<file path="src/hdl/render_pkg.sv">
`default_nettype none

package render_pkg;

    // ------------------------------
    // Screen and number formats
    // ------------------------------
    localparam int screen_width  = 32;
    localparam int screen_height = 24;
    localparam int coord_bits    = 16;
    localparam int depth_bits    = 16;

    localparam logic [depth_bits-1:0] far_depth = '1; // Farthest possible depth.

    typedef logic [11:0] color12_t; // RGB444.
    typedef logic [15:0] color16_t; // RGB565.

    // ------------------------------
    // Geometry
    // ------------------------------
    typedef struct packed {
        logic signed [coord_bits-1:0] x;
        logic signed [coord_bits-1:0] y;
        logic [depth_bits-1:0]        z;
    } vertex_t;

    typedef struct packed {
        vertex_t  v0;
        vertex_t  v1;
        vertex_t  v2;
        color16_t color; // Flat, applies to the whole triangle.
    } triangle_t;

    typedef struct packed {
        logic signed [coord_bits-1:0] dx;
        logic signed [coord_bits-1:0] dy;
    } screen_offset_t;

    // Frame phase of the top level.
    typedef enum logic [1:0] {
        fill,
        fill_wait,
        triangle
    } render_phase_t;

    // ------------------------------
    // Helpers
    // ------------------------------

    // RGB444 to RGB565, low bits filled from the top bits of each channel.
    function automatic color16_t expand_color(input color12_t c);
        logic [3:0] r;
        logic [3:0] g;
        logic [3:0] b;
        r = c[11:8];
        g = c[7:4];
        b = c[3:0];
        return {r, r[3], g, g[3:2], b, b[3]};
    endfunction

endpackage

`default_nettype wire

</file>
<file path="src/hdl/vertex_transformer.sv">
`timescale 1ns/1ps
`default_nettype none

module vertex_transformer
    import render_pkg::*;
(
    input  wire logic           clk,
    input  wire logic           rst,
    input  wire screen_offset_t screen_offset,
    input  wire triangle_t      in_triangle,
    input  wire logic           in_valid,
    output logic                in_ready,
    output triangle_t           out_triangle,
    output logic                out_valid,
    input  wire logic           out_ready,
    output logic                busy
);

    function automatic logic signed [coord_bits-1:0] clamp_coord(
        input logic signed [coord_bits:0] v,
        input int                         limit
    );
        logic signed [coord_bits-1:0] r;
        if (v < 0) begin
            r = '0;
        end else if (v > limit - 1) begin
            r = coord_bits'(limit - 1);
        end else begin
            r = v[coord_bits-1:0];
        end
        return r;
    endfunction

    function automatic vertex_t transform_vertex(input vertex_t v, input screen_offset_t off);
        logic signed [coord_bits:0] sx;
        logic signed [coord_bits:0] sy;
        vertex_t                    r;
        sx  = v.x + off.dx; // One extra bit, no wrap.
        sy  = v.y + off.dy;
        r.x = clamp_coord(sx, screen_width);
        r.y = clamp_coord(sy, screen_height);
        r.z = v.z;
        return r;
    endfunction

    assign in_ready = !out_valid || out_ready;
    assign busy     = out_valid;

    always_ff @(posedge clk or posedge rst) begin
        if (rst) begin
            out_valid <= 1'b0;
        end else if (in_valid && in_ready) begin
            out_valid <= 1'b1;
        end else if (out_ready) begin
            out_valid <= 1'b0;
        end
    end

    always_ff @(posedge clk) begin
        if (in_valid && in_ready) begin
            out_triangle.v0    <= transform_vertex(in_triangle.v0, screen_offset);
            out_triangle.v1    <= transform_vertex(in_triangle.v1, screen_offset);
            out_triangle.v2    <= transform_vertex(in_triangle.v2, screen_offset);
            out_triangle.color <= in_triangle.color;
        end
    end

endmodule

`default_nettype wire

</file>
<file path="config.mk">
export PLATFORM = sky130hd
export DESIGN_NAME = vertex_transformer
export DESIGN_NICKNAME = d
export VERILOG_FILES = /design/src/hdl/render_pkg.sv /design/src/hdl/vertex_transformer.sv
export SDC_FILE = /design/constraint.sdc
export NUM_CORES = 1
export LEC_CHECK = 0
export CELL_PAD_IN_SITES_DETAIL_PLACEMENT = 0
export CELL_PAD_IN_SITES_GLOBAL_PLACEMENT = 1
export CORE_ASPECT_RATIO = 0.6
export CORE_MARGIN = 1.5
export CORE_UTILIZATION = 45
export CTS_CLUSTER_SIZE = 30
export DETAILED_ROUTE_END_ITERATION = 12
export DONT_BUFFER_PORTS = 1
export HOLD_SLACK_MARGIN = 0.02
export PLACE_DENSITY_LB_ADDON = 0.1
export SLEW_MARGIN = 25
export SYNTH_ARGS = -nofsm -noshare
export SYNTH_HDL_FRONTEND = slang
export SYNTH_SLANG_ARGS = --single-unit
</file>
<file path="constraint.sdc">
create_clock -name clk -period 12 [get_ports clk]
set_input_delay 0.6 -clock clk [delete_from_list [all_inputs] [get_ports clk]]
set_output_delay 0.6 -clock clk [all_outputs]
set_load 0.03 [all_outputs]
</file>
Yosys cells after proc, flatten, opt, wreduce, memory -nomap -nowiden
Index checks and enable logic that the tools add are counted.

operators by class
  add/subtract/negate cells = 6
  order comparisons = 12
  mux-type cells = 8
  reduce and logical (&&, ||, !) cells = 10

operators with widths
  operator               count
  $add A16 B16 Y17       6
  $gt A17 B6 Y1 const B  6
  $lt A17 B1 Y1 const B  6
  $mux W5                6
  $reduce_or A2 Y1       6
  $mux W1                2
  $reduce_bool A2 Y1     1
  $logic_and A1 B1 Y1    1
  $logic_not A1 Y1       1
  $logic_or A1 B1 Y1     1

word-level totals
  flip-flop bits (word level) = 161
  input port bits = 196
  output and inout bits = 163
  logic and storage cells = 53

Longest topological paths before layout
  depth after elaboration = 4
  gate-level depth with buffers = 11
  gate-level depth less buffers = 11

Worst setup path after synthesis
Ideal clock, no wire load.

  path type = input-to-reg
  start = input out_ready
  end = register out_triangle[0] (netlist name), enable pin
  library setup time = 538 ps
  data arrival time = 4,638 ps
  data required time = 11,462 ps
  slack = 6,823 ps
  stages on the path = 2
  buffers on the path = 0
  cells stage by stage = nand2b_1 -> and2_1

on the way
  cells in the longest elaborated chain, start to end = 2

ends and longest elaborated chain
  element              line                      RTL
  start: declaration   vertex_transformer.sv:15  input wire logic out_ready,
  $logic_or A1 B1 Y1   vertex_transformer.sv:46  assign in_ready = !out_valid || out_ready;
  $logic_and A1 B1 Y1  vertex_transformer.sv:60  if (in_valid && in_ready) begin
  end: declaration     vertex_transformer.sv:13  output triangle_t out_triangle,

No other way between the ends.
A chain may end at the register's enable or synchronous reset.

Worst setup path after layout
  start = input screen_offset[17] (netlist name)
  end = register out_triangle[96] (netlist name) (data pin)

on the way
  cells in the longest elaborated chain, start to end = 3
  elaborated cells between the ends (all ways) = 4
  those cells by class = add/sub (1); order compare (2); mux (1)

ends and longest elaborated chain
  element             line                      RTL
  start: declaration  vertex_transformer.sv:9   input wire screen_offset_t screen_offset,
  $add A16 B16 Y17 *  vertex_transformer.sv:38  sx = v.x + off.dx;
  $gt A17 B6 Y1       vertex_transformer.sv:26  end else if (v > limit - 1) begin
  $mux W5             vertex_transformer.sv:26

Every way passes the cells marked *; elsewhere a longest branch is shown, timed or not.

==> out/metrics.csv <==
stage,metric,value,unit
outcome,outcome,finished clean,
yosys,synthesized flop and latch total,161,
final_layout,Post-Route Utilization,51.3,%
route,first-pass iteration count of the detailed router,5,
grt,gr ovfl total,0,
power_and_ir_drop,Overall Power,1.58,mW
timing,Peak Freq,300,MHz
clocking,CTS tree,yes,
timing,PnR worst setup slack,8670,ps
final_layout,"commonest non-fill, non-tap cell in the layout",edfxtp_1,
power_and_ir_drop,static leakage,4.31,nW
clocking,postcts setup bufs,0,
clocking,total CTS buffers,17,
route,vias,7546,
yosys,ys flop type,edfxtp_1,
yosys,"Distinct cells, synth",76,
clocking,CTS Sinks,161,
yosys,Post-synth EDFFs,160,
timing,Setup TNS,0,ps
grt,first-pass GRT wire length,42.4,mm
worst_setup_path,critical path class,in -> reg,
floorplanning,Die Area,0.0235,mm2
timing,max_slew headroom,47.8,%
timing,"Hold Vio Cnt, Final",0,
yosys,top post-synthesis cells by area,"edfxtp_1 (47%), ha_1 (12%), a21oi_1 (3.8%)",
route,DRC Markers,0,
clocking,CTS Buffer Depth,2,
yosys,Synth Area per Inst,11.0,um2
yosys,Synthesis Warnings,0,
power_and_ir_drop,pwr dens,139,mW/mm2
timing,Final Slew Violations,0,
worst_setup_path,crit end category,flip-flop,
grt,via count of the first global-routing pass,6449,
route,Antenna Nets Post-Route,0,
route,Routed WL,29.7,mm
timing,Worst Hold Slack,259,ps
timing,Least-Margin Pin Slew,782,ps
worst_setup_path,Reg2Reg Depth,5,
place,Final Wtd Congestion,1.02,
grt,largest net degree at the start of global routing,83,
final_layout,share of cells above drive strength 1,4.77,%
floorplanning,Starting Density,45.9,%
final_layout,Layout area overhead,11.6,%
clocking,post-cts resize count,0,
power_and_ir_drop,maximum vdd drop,0.0906,mV
yosys,cells after synthesis,919,
yosys,"area leader, netlist",edfxtp_1,
floorplanning,Core ar.,0.0221,mm2
route,Initial DRC Count,713,
yosys,ys async rst share,0.621,%
place,DP HPWL,24.2,mm
worst_setup_path,crit path max fanout,5,
timing,Layout Skew,14.7,ps
floorplanning,height of the chip,119,um
min_path,Hold Path Class,in -> reg,
route,Avg WL per Cell,23.0,um
place,post-placement setup slack,8270,ps
clocking,Root Buffer,clkbuf_16,
job,max_cap viols,0,
final_layout,# fillers,1942,
floorplanning,I/O pins,359,
yosys,"Seq/Total Area, Yosys",47.6,%
yosys,Synth Cell Area,0.0101,mm2
final_layout,Final nets,1292,
clocking,H-tree depth,4,
worst_setup_path,Critical Path AT,3490,ps
final_layout,design area,0.0113,mm2
final_layout,Non-Filler Instances,1295,
timing,final critical-path required period,3330,ps
place,DP Cell Count,1258,
grt,Tot GR Track Use,24.7,%
yosys,top-area cell type share of the netlist area,47.4,%
final_layout,most frequent cells in the layout,"edfxtp_1 (160), ha_1 (96), a21oi_1 (78)",
place,input/output buffers,0,
worst_setup_path,Critical Path Start Type,primary input,
floorplanning,placement row count,42,
timing,Final Setup Violations,0,
place,DP Area,0.0107,mm2
clocking,Clock transition at path regs,80,ps
min_path,Hold Crit Depth,0,
route,Vias per Instance,5.83,
grt,initial antenna violation count,6,
clocking,worst-skew pair later-pin latency,430,ps
timing,unrepaired setup endpoints after global routing,no,
worst_setup_path,"Req. time, crit path",12160,ps
floorplanning,die width,197,um
timing,Final period util,27.8,%
-- critical path: stages --
cell       delay (ps)
ha_1              290
a211oi_1          340
nor2_1            110
o31ai_1           570
mux2_2            400
o2bb2ai_1         150
nand4_1           110
a2111oi_2         750
a21oi_1           160
-- per-layer routing --
metal | GRT usage, % | routed length (um)
met5 | 0 | 27
met4 | 4.87 | 228
met3 | 9.77 | 3320
met2 | 36.1 | 13100
met1 | 34.6 | 13100
-- power breakdown --
group | internal (mW) | total, mW | switching (mW)
logic | 0.124 | 0.314 | 0.189
registers | 0.664 | 0.744 | 0.0807
clock network | 0.287 | 0.518 | 0.231
total | 1.08 | 1.58 | 0.501
-- synth_stat cells, drive strengths merged, types with 3 or more instances --
cell and count:
nor2 58, nor2b 19, nor3 16, nand2 32, and2 5, xor2 18, nand3b 3, a21o 21
fa 6, a221o 3, o21ai 68, or4 6, buf 4, nor3b 8, mux2 4, o22ai 4
mux2i 8, nor4b 3, and3 5, o211ai 7, a21boi 4, nand4 10, o31a 4, a22oi 3
clkbuf 9, o31ai 4, nand2b 30, a21oi 79, a31oi 16, a211o 6, ha 96, a221oi 6
o221ai 7, edfxtp 160, or3 8, o2111ai 8, nor4 11, inv 52, a211oi 15, o21a 20
xnor2 16, nand3 16, o21bai 7, a2111oi 4
-- state kept, by name, summed over array words and instances, names as in the netlist --
signal        cells
out_triangle    160
busy              1
-- worst paths after layout --
path	from	end	slack, ps
max in group asynchronous	rst	busy	11420
worst min-delay path	in_triangle[20]	out_triangle[20]	260
worst min register to register	busy	busy	1180
min in group asynchronous	rst	busy	490
worst max-delay path	screen_offset[17]	out_triangle[96]	8670
worst max register to register	busy	out_triangle[138]	9020
-- cell families after synthesis --
| kind of cell | Yosys count | synth area share [%] |
|---|---|---|
| buffers and inverters | 65 | 2.48 |
| AND/OR/NAND/NOR | 239 | 13.0 |
| flip-flops | 161 | 47.6 |
| multiplexers | 12 | 1.23 |
| XOR/XNOR | 34 | 2.94 |
| adder cells (fa/ha/maj) | 102 | 13.0 |
| other | 1 | 0.0370 |
| AO/OA/AOI/OAI | 305 | 19.7 |
-- cell type report --
cell class              count  area, um2  share of cell area (%)
flip-flops and latches    161       4830                    42.7
diodes                      3       7.51                  0.0663
well taps                 286        358                    3.16
inverters                  52        195                    1.72
clock inverters            14        129                    1.14
multi-input cells         758       5310                    46.9
clock buffers              17        425                    3.76
repair buffers              4       65.1                   0.575
-- timing repair --
action / CTS / global route
hold buffers: 1 / 0
endpoints found under the setup margin: 0 / 0
endpoints found under the hold margin: 1 / 0
Power figures use the tool's default switching activity.
