`src/hdl/render_pkg.sv`:
```
`default_nettype none

package render_pkg;

    // ------------------------------
    // Screen and number formats
    // ------------------------------
    localparam int screen_width  = 32;
    localparam int screen_height = 24;
    localparam int coord_bits    = 16;
    localparam int depth_bits    = 16;

    localparam logic [depth_bits-1:0] far_depth = '1; // Farthest possible depth.

    typedef logic [11:0] color12_t; // RGB444.
    typedef logic [15:0] color16_t; // RGB565.

    // ------------------------------
    // Geometry
    // ------------------------------
    typedef struct packed {
        logic signed [coord_bits-1:0] x;
        logic signed [coord_bits-1:0] y;
        logic [depth_bits-1:0]        z;
    } vertex_t;

    typedef struct packed {
        vertex_t  v0;
        vertex_t  v1;
        vertex_t  v2;
        color16_t color; // Flat, applies to the whole triangle.
    } triangle_t;

    typedef struct packed {
        logic signed [coord_bits-1:0] dx;
        logic signed [coord_bits-1:0] dy;
    } screen_offset_t;

    // Frame phase of the top level.
    typedef enum logic [1:0] {
        fill,
        fill_wait,
        triangle
    } render_phase_t;

    // ------------------------------
    // Helpers
    // ------------------------------

    // RGB444 to RGB565, low bits filled from the top bits of each channel.
    function automatic color16_t expand_color(input color12_t c);
        logic [3:0] r;
        logic [3:0] g;
        logic [3:0] b;
        r = c[11:8];
        g = c[7:4];
        b = c[3:0];
        return {r, r[3], g, g[3:2], b, b[3]};
    endfunction

endpackage

`default_nettype wire

```
`src/hdl/pixel_if.sv`:
```
`timescale 1ns/1ps
`default_nettype none

interface pixel_if
    import render_pkg::*;
();

    logic [coord_bits-1:0] pixel_x;
    logic [coord_bits-1:0] pixel_y;
    logic [depth_bits-1:0] depth;
    color16_t              color;
    logic                  compare_depth; // Ask the memory stage for a depth test.
    logic                  valid;
    logic                  ready;

    modport source (
        output pixel_x, pixel_y, depth, color, compare_depth, valid,
        input  ready
    );

    modport sink (
        input  pixel_x, pixel_y, depth, color, compare_depth, valid,
        output ready
    );

endinterface

`default_nettype wire

```
`src/hdl/pixel_scanner.sv`:
```
`timescale 1ns/1ps
`default_nettype none

module pixel_scanner
    import render_pkg::*;
(
    input  wire logic                  clk,
    input  wire logic                  rst,
    input  wire logic                  load,
    input  wire logic [coord_bits-1:0] x_min,
    input  wire logic [coord_bits-1:0] x_max,
    input  wire logic [coord_bits-1:0] y_min,
    input  wire logic [coord_bits-1:0] y_max,
    input  wire logic                  step,
    output logic [coord_bits-1:0]      x,
    output logic [coord_bits-1:0]      y,
    output logic                       done
);

    logic [coord_bits-1:0] x_min_r;
    logic [coord_bits-1:0] x_max_r;
    logic [coord_bits-1:0] y_max_r;
    logic                  row_end;

    assign row_end = (x == x_max_r);
    assign done    = row_end && (y == y_max_r); // Last position of the rectangle.

    always_ff @(posedge clk or posedge rst) begin
        if (rst) begin
            x       <= '0;
            y       <= '0;
            x_min_r <= '0;
            x_max_r <= '0;
            y_max_r <= '0;
        end else if (load) begin
            x       <= x_min;
            y       <= y_min;
            x_min_r <= x_min;
            x_max_r <= x_max;
            y_max_r <= y_max;
        end else if (step) begin
            if (row_end) begin
                x <= x_min_r; // Back to the left edge.
                y <= y + 1'b1;
            end else begin
                x <= x + 1'b1;
            end
        end
    end

endmodule

`default_nettype wire

```
`src/hdl/screen_filler.sv`:
```
`timescale 1ns/1ps
`default_nettype none

module screen_filler
    import render_pkg::*;
(
    input  wire logic     clk,
    input  wire logic     rst,
    input  wire logic     start,
    input  wire color12_t fill_color,
    output logic          busy,
    pixel_if.source       pix
);

    logic     active;
    logic     step;
    logic     last;
    color16_t color_r;

    assign step = pix.valid && pix.ready;
    assign busy = start || active;

    pixel_scanner scanner_i (
        .clk  (clk),
        .rst  (rst),
        .load (start),
        .x_min('0),
        .x_max(coord_bits'(screen_width - 1)),
        .y_min('0),
        .y_max(coord_bits'(screen_height - 1)),
        .step (step),
        .x    (pix.pixel_x),
        .y    (pix.pixel_y),
        .done (last)
    );

    always_ff @(posedge clk or posedge rst) begin
        if (rst) begin
            active <= 1'b0;
        end else if (start) begin
            active <= 1'b1;
        end else if (step && last) begin
            active <= 1'b0; // Last pixel of the screen taken.
        end
    end

    // Color is frozen for the whole frame.
    always_ff @(posedge clk) begin
        if (start) begin
            color_r <= expand_color(fill_color);
        end
    end

    assign pix.valid         = active;
    assign pix.color         = color_r;
    assign pix.depth         = far_depth;
    assign pix.compare_depth = 1'b0; // Fill overwrites unconditionally.

endmodule

`default_nettype wire

```
`src/flat_wrapper.sv`:
```
// flat-port wrapper written by rule: the top's interface ports become plain ports
module screen_filler_flat import render_pkg::*;
  (clk, rst, start, fill_color, busy, pix_pixel_x, pix_pixel_y, pix_depth, pix_color, pix_compare_depth, pix_valid, pix_ready);
  pixel_if pix_i ();
  input  wire logic clk;
  input  wire logic rst;
  input  wire logic start;
  input  wire color12_t fill_color;
  output logic busy;
  output wire logic [$bits(pix_i.pixel_x)-1:0] pix_pixel_x;
  output wire logic [$bits(pix_i.pixel_y)-1:0] pix_pixel_y;
  output wire logic [$bits(pix_i.depth)-1:0] pix_depth;
  output wire logic [$bits(pix_i.color)-1:0] pix_color;
  output wire logic [$bits(pix_i.compare_depth)-1:0] pix_compare_depth;
  output wire logic [$bits(pix_i.valid)-1:0] pix_valid;
  input wire logic [$bits(pix_i.ready)-1:0] pix_ready;
  assign pix_pixel_x = pix_i.pixel_x;
  assign pix_pixel_y = pix_i.pixel_y;
  assign pix_depth = pix_i.depth;
  assign pix_color = pix_i.color;
  assign pix_compare_depth = pix_i.compare_depth;
  assign pix_valid = pix_i.valid;
  assign pix_i.ready = pix_ready;
  screen_filler u_core (.clk(clk), .rst(rst), .start(start), .fill_color(fill_color), .busy(busy), .pix(pix_i));
endmodule
```
`config.mk`:
```
export PLATFORM = sky130hd
export DESIGN_NAME = screen_filler_flat
export DESIGN_NICKNAME = d
export VERILOG_FILES = /design/src/hdl/render_pkg.sv /design/src/hdl/pixel_if.sv /design/src/hdl/pixel_scanner.sv /design/src/hdl/screen_filler.sv /design/src/flat_wrapper.sv
export SDC_FILE = /design/constraint.sdc
export NUM_CORES = 1
export LEC_CHECK = 0
export BUFFER_PORTS_ARGS = -buffer_cell sky130_fd_sc_hd__buf_2
export CORE_ASPECT_RATIO = 1.25
export CORE_MARGIN = 8
export CORE_UTILIZATION = 45
export DETAILED_ROUTE_END_ITERATION = 10
export PLACE_DENSITY_LB_ADDON = 0.2
export SLEW_MARGIN = 20
export SYNTH_ARGS = -nofsm -noshare
export SYNTH_HDL_FRONTEND = slang
export SYNTH_SLANG_ARGS = --single-unit
export TNS_END_PERCENT = 20
```
`constraint.sdc`:
```
create_clock -name clk -period 3.3 [get_ports clk]
set_input_delay 0.495 -clock clk [delete_from_list [all_inputs] [get_ports clk]]
set_output_delay 0.495 -clock clk [all_outputs]
set_load 0.01 [all_outputs]
```
# Word-level counts from Yosys, hierarchy flattened
# Cells that the tools add are included.
dict set report totals {
  reg_bits 51
  output_inout_bits 67
  word_cells 26
}
dict set report classes {
  n_addsub 2
  n_eq_ne 2
  muxes 8
  n_reduce_logical 8
}
# cell count
set ops {}
lappend ops {{$mux 16} 6}
lappend ops {{$add 16x1->16 const B} 2}
lappend ops {{$eq 16x5->1} 2}
lappend ops {{$reduce_bool 2->1} 3}
lappend ops {{$logic_and 1x1->1} 3}
lappend ops {{$mux 1} 2}
lappend ops {{$reduce_and 2->1} 1}
lappend ops {{$logic_or 1x1->1} 1}

# Logic depth before layout (Yosys ltp)
# Gate-level depths: netlist (run 1).
dict set report depth {
  depth_word 5
  depth_mapped 7
  mapped_depth_nobuf 6
}

# Hierarchy
# A second synthesis (run 1) with hierarchy kept.
dict set report hier_totals {
  cells_unflattened 430
  hier_area_um2 4812.1
}
# mod instances cells_each area_each_um2 seq_area_each_um2
set modules_own_cells {}
lappend modules_own_cells {pixel_scanner 1 389 4232.8 2001.9}
lappend modules_own_cells {screen_filler 1 41 579.3 385.4}

# Least setup slack after synthesis (run 1)
# OpenSTA, ideal clock, no wires.
dict set report synth_timing {
  path_type {reg-to-reg}
  start {register u_core.scanner_i.x[0]}
  end {register u_core.scanner_i.y[10]}
  t_arrival_ns 2.456
  t_required_ns 3.175
  setup_slack_ns 0.719
  stages_incl_launch_ff 8
  n_path_buf 2
  period_less_slack_ns 2.581
  cell_sequence {dfrtp_1 > or4_1 > o22a_1 > buf_6 > or2_1 > buf_6 > or4_4 > mux2_4}
}
dict set report synth_via {
  elab_chain_len 3
}
# item line_no
set synth_rtl {}
lappend synth_rtl {{start, declared} pixel_scanner.sv:15} ;# output logic [coord_bits-1:0] x,
lappend synth_rtl {{start signal, assigned} pixel_scanner.sv:36} ;# x <= x_min;
lappend synth_rtl {{start signal, assigned} pixel_scanner.sv:43} ;# x <= x_min_r;
lappend synth_rtl {{start signal, assigned} pixel_scanner.sv:46} ;# x <= x + 1'b1;
lappend synth_rtl {{$eq 16x5->1} pixel_scanner.sv:25} ;# assign row_end = (x == x_max_r);
lappend synth_rtl {{$reduce_bool 2->1 (no line)} --}
lappend synth_rtl {{$reduce_and 2->1 (no line)} --}
lappend synth_rtl {{end signal, assigned} pixel_scanner.sv:37} ;# y <= y_min;
lappend synth_rtl {{end signal, assigned} pixel_scanner.sv:44} ;# y <= y + 1'b1;
lappend synth_rtl {{end, declared} pixel_scanner.sv:16} ;# output logic [coord_bits-1:0] y,
# Every way passes these cells.
# A chain may end at the register's enable or synchronous reset.

# Worst setup path in the final report (run 1)
dict set report layout_timing {
  start {register u_core.scanner_i.x[0]}
  end {register u_core.scanner_i.y[12]}
}
# Same word-level chain as after synthesis.

==> out/results.txt, run 1 <==
status = completed
GRT Total Usage = 14.1%
Final Util = 54.2%
Max Clock Freq = 383 MHz
Slew Viols, Final = 0
Slew HR = 38.6%
CTS sink count = 46
clock buffer depth = 2
number of synthesis warnings = 0
Placed Instances = 351
number of global-route vias before repair = 1824
RSZ-0062 raised after global routing = no
mapped cell area = 2390 um2
Final #Nets = 314
Synth cell types = 40
Crit Path Class = flip-flop to flip-flop
final non-filler cell area = 2770 um2
CTS Buf Count = 5
HP Class = input port to async pin
Routability Congestion = 0.821
PortBufs = 65
Gate Count Post-Synth = 237
num rows = 29
CTS root buf = clkbuf_8
mean post-synth cell area = 10.1 um2
non-filler cells, final = 359
Initial Util = 46.8%
First-pass DRT Iterations = 4
cell taking the most area after synthesis = dfrtp_1
post-CTS setup buffer count = 0
Synth Register Bits = 46
Critical Path RT = 3490 ps
setup violators final = 0
fin crit period = 2610 ps
DRC viols = 0
Yosys top cell area share = 35.6%
post-CTS sizing = 0
Slew @ Worst Pin = 912 ps
Area contributors post-synth = dfrtp_1 36%, edfxtp_1 15%, buf_4 6.6%
final setup TNS = 0 ps
CP Capture Type = flip-flop
Chip Width = 81.2 um
maximum VDD drop = 0.000167 V
initial antenna violation count = 0
Layout area overhead = 16.0%
Worst EP arrival = 2800 ps
crit-path max FO = 9
Lkg Pwr = 1.28 nW
Worst Skew = 6.40 ps
Post-synth top cells = 34 x dfrtp_1, 21 x buf_4, 19 x nor3_1, 18 x nor2_1, 16 x nand2_1
hold buffer count at cts = 0
maxcap violations = 0
ys async rst share = 73.9%
Routed WL = 5630 um
Die Y = 97.5 um
global-route wire length before repair = 8960 um
Worst setup SP type = flip-flop
die area = 7920 um2
routed vias/inst = 5.26
CTS tree = done
Post-DRT Antenna Nets = 0
Critical R2R Launch = u_core.scanner_i.x[0]
DR WL/cell = 15.7 um
1st-iter DRT viols = 104
Worst-path clk slew = 90 ps
n_diodes = 0
post-synthesis sequential area ratio = 50.6%
ys flop type = dfrtp_1
share of cells above drive strength 1 = 27.3%
Clock Latency Late Sink = 300 ps
dpl cell area = 2660 um2
most common cell in the netlist = dfrtp_1
Power, Total = 1.10 mW
Via Count = 1887
Ports = 83
EDFF count, synth = 12
period utilization = 79.1%
hpwl dp = 4120 um
Core ar. = 5120 um2
worst setup path startpoint = u_core.scanner_i.x[0]
Power Density = 397 nW/um2
Congestion Overflow GR = 0
htree depth = 2
largest net degree at the start of global routing = 52
Fin. Hold Viols = 0
## routing by layer
metal / vias up / routed length [um] / track usage (%) / part of all wire (%)
met4: 0 / 90 / 5.38 / 1.6
met3: 8 / 387 / 3.61 / 6.9
li1: 917 / - / - / -
met5: - / 0 / 0 / 0
met2: 59 / 2830 / 23.6 / 50
met1: 903 / 2320 / 16.4 / 41
## worst paths after layout
check / to / slack (ps) / cells after the start
max: u_core.scanner_i.y[12] / 690 / 5
min: u_core.scanner_i.y[1] / 280 / 3
max reg2reg: u_core.scanner_i.y[12] / 690 / 5
min reg2reg: u_core.scanner_i.x[1] / 610 / 2
max in group asynchronous: u_core.scanner_i.x[10] / 2720 / 3
min in group clk: u_core.pix.color[13] / 360 / 1
## through the flow
stage,hold WS [ps],worst slack [ps]
3_5_place_dp,587,698
2_1_floorplan,548,719
5_1_grt,314,582
4_1_cts,289,686
3_3_place_gp,571,748
6_report,276,688
## flip-flops by register name, indices dropped and copies added, names as in the netlist
register and count:
u_core.pix.color 12, u_core.scanner_i.y_max_r 1, u_core.scanner_i.y 16, u_core.scanner_i.x 16, u_core.pix.valid 1
## critical path, cell delays in order (launching register included)
cell and delay [ps]:
dfrtp_1 450, or4_1 530, o22a_1 320, nor4_1 600, and4_1 280, mux2_1 310
## cells in the final DEF, fill, tap and decap left out, types with 2 or more instances in the layout
| master | synthesis | routed |
|---|---|---|
| nand3_1 | 14 | 14 |
| dfrtp_1 | 34 | 34 |
| a21o_1 | 2 | 2 |
| buf_2 | 0 | 65 |
| nor3_1 | 19 | 19 |
| buf_4 | 21 | 3 |
| or4_1 | 3 | 3 |
| edfxtp_1 | 12 | 12 |
| nor4_1 | 11 | 11 |
| nand4_1 | 8 | 8 |
| a21oi_1 | 7 | 7 |
| conb_1 | 2 | 17 |
| ha_1 | 2 | 2 |
| inv_1 | 6 | 6 |
| o21ai_0 | 2 | 2 |
| xnor2_1 | 14 | 14 |
| clkbuf_8 | 0 | 5 |
| nor2_1 | 18 | 18 |
| nand2_1 | 16 | 16 |
| and3_1 | 5 | 5 |
| xor2_1 | 8 | 8 |
| nor2b_1 | 3 | 3 |
| and4_1 | 3 | 3 |
## report_power, final
group / switching [mW] / internal (mW)
logic: 0.0531 / 0.0244
registers: 0.00620 / 0.599
clock network: 0.192 / 0.226
## area by class of cell
cell class | count | area (um2)
clock buffers | 6 | 72.6
clock inverters | 2 | 37.5
multi-input cells | 169 | 1000
flip-flops and latches | 46 | 1210
well taps | 62 | 77.6
repair buffers | 68 | 348
fillers | 503 | 2340
inverters | 6 | 22.5
## cell families after synthesis
| group | synth area share (%) |
|---|---|
| other | 0.314 |
| AND/OR/NAND/NOR | 24.1 |
| flip-flops | 50.6 |
| AO/OA/AOI/OAI | 4.13 |
| buffers and inverters | 9.73 |
| adder cells (fa/ha/maj) | 1.05 |
| multiplexers | 1.99 |
| XOR/XNOR | 8.05 |
Note: power is estimated with default switching activity, not from simulation.
==> inputs of run 2 (changes only) <==
==> constraint.sdc (replaced) <==
create_clock -name clk -period 2.1 [get_ports clk]
set_input_delay 0.315 -clock clk [delete_from_list [all_inputs] [get_ports clk]]
set_output_delay 0.315 -clock clk [all_outputs]
set_load 0.01 [all_outputs]
==> out/results.txt, run 2 (synthesis gave the netlist of run 1 again) <==
share of cells above drive strength 1 = 35.8% (+8.5 points)
final setup TNS = -316 ps (-316 ps)
Layout area overhead = 25.8%
Initial Util = 46.8% (unchanged)
Lkg Pwr = 1.44 nW (+13%)
Flop pwr share = 57.4% (+2.4 points)
most frequent cells in the layout = 65 x buf_2, 33 x buf_4, 33 x dfrtp_1
n_diodes = 0 (unchanged)
maxcap violations = 0 (unchanged)
GRT Total Usage = 15.4% (+1.3 points)
Final Util = 58.8% (+4.6 points)
clock share of power = 34.3% (-3.7 points)
Die Y = 97.5 um (unchanged)
Clock Latency Late Sink = 300 ps (about the same)
number of global-route vias before repair = 2067 (+13%)
PortBufs = 65 (unchanged)
DRC viols = 0 (unchanged)
Slew Viols, Final = 0 (unchanged)
critical path, cell by cell = or4_1 > o22a_1 > or2_4 > or4_4 > mux2_4
status = complete, but fails checks
commonest non-fill, non-tap cell in the layout = buf_2
htree depth = 2 (unchanged)
CP Capture Type = flip-flop
global-route wire length before repair = 10000 um (+12%)
Combinational Power Share = 8.3% (+1.3 points)
HP Class = input port to async pin
Core ar. = 5120 um2 (unchanged)
largest net degree at the start of global routing = 21 (-60%)
CP max-delay cell = or4_1
First-pass DRT Iterations = 5 (+1)
Post-DRT Antenna Nets = 0 (unchanged)
fin crit period = 2230 ps (-380 ps)
internal power = 1.23 mW (+44%)
crit-path max FO = 3 (-6)
maximum VDD drop = 0.000330 V (+97%)
Critical Path RT = 2300 ps (-1190 ps)
Slew HR = 56.6% (+18 points)
die area = 7920 um2 (unchanged)
register area = 1210 um2 (+0.10%)
Ports = 83 (unchanged)
Max Clock Freq = 448 MHz (+17%)
Worst path top cell family by delay = simple AND/OR/NAND/NOR gates
1st-iter DRT viols = 146 (+40%)
WP buf/inv = 0 (unchanged)
Routability Congestion = 0.819 (-0.26%)
clock buffer depth = 2 (unchanged)
Crit path largest cell delay = 520 ps (-80 ps)
reg-to-reg slack, setup = -130 ps (-820 ps)
RSZ-0062 raised after global routing = yes
Congestion Overflow GR = 0 (unchanged)
Final #Nets = 344 (+9.6%)
Slew @ Worst Pin = 650 ps (-262 ps)
area taken by multi-input logic gates = 1030 um2 (+2.7%)
Worst EP arrival = 2430 ps (-370 ps)
CTS Buf Count = 5 (unchanged)
setup violators final = 4 (+4)
Worst setup SP type = flip-flop
Power Density = 548 nW/um2 (+38%)
DR WL/cell = 15.6 um (-0.15%)
Routed WL = 6090 um (+8.2%)
Layout fillers = 468 (-7.0%)
Worst-path clk slew = 100 ps (about the same)
Crit Path Class = flip-flop to flip-flop
switching power of the nets = 0.425 mW (+69%)
CTS sink count = 46 (unchanged)
period utilization = 106% (+27 points)
Sw Share = 25.7% (+2.9 points)
violated checks = negative setup slack
Worst Skew = 12.0 ps (+5.63 ps)
num rows = 29 (unchanged)
routed vias/inst = 5.26 (about the same)
Via Count = 2045 (+8.4%)
Fin. Hold Viols = 0 (unchanged)
CTS tree = done
hpwl dp = 4560 um (+11%)
CTS root buf = clkbuf_8
initial antenna violation count = 0 (unchanged)
setup slack after layout = -132 ps (-820 ps)
Chip Width = 81.2 um (unchanged)
## run 2: area by class of cell
cell class | count | share of cell area, %
clock buffer | 5 | 2.29
inverter | 6 | 0.748
sequential | 46 | 40.3
multi-input combinational | 169 | 34.3
tap | 62 | 2.58
clock inverter | 3 | 0.790
timing repair buffer | 98 | 19.0
## run 2: metrics by stage
step                      setup WS, ps  area, um2  std cells  power, mW  hold slack, ps
after floorplan                   -381       2450        252       1.07             414
after global placement            -122       2880        380       1.10             425
after detailed placement          -146       2880        380       1.10             434
after CTS                         -140       2990        388       1.66             110
after global routing              -190       3010        389       1.72             136
final                             -132       3010        389       1.65            85.7
## run 2: final timing paths
path / endpoint / start / cells after the start
max reg2reg: u_core.scanner_i.y[10] / u_core.scanner_i.x[3] / 5
max in group asynchronous: u_core.scanner_i.y[4] / rst / 3
min: u_core.scanner_i.x[1] / rst / 2
min in group clk: u_core.pix.color[7] / fill_color[4] / 1
max: u_core.scanner_i.y[10] / u_core.scanner_i.x[3] / 5
min reg2reg: u_core.scanner_i.y[15] / u_core.scanner_i.y[15] / 2
## run 2: timing repair
item / CTS / global route
hold endpoints to repair: 0 / 0
hold buffers: 0 / 0
endpoints found under the setup margin: 5 / 16
setup buffers: 0 / 1
resized for setup: 2 / 3
pin swaps: 3 / 1
## run 2: power by group through the flow
stage,logic (mW),registers (mW),clock network [mW]
after floorplan,0.0841,0.983,0
after global placement,0.136,0.966,0
after detailed placement,0.138,0.966,0
after CTS,0.138,0.948,0.572
after global routing,0.153,0.950,0.617
final,0.136,0.947,0.567
## run 2: layer usage
metal	share of wire [%]	vias up	GRT usage [%]
li1	-	981	-
met1	40	979	19.0
met2	51	77	25.6
met3	8.3	8	3.06
met4	0.89	0	4.97
met5	0	-	0
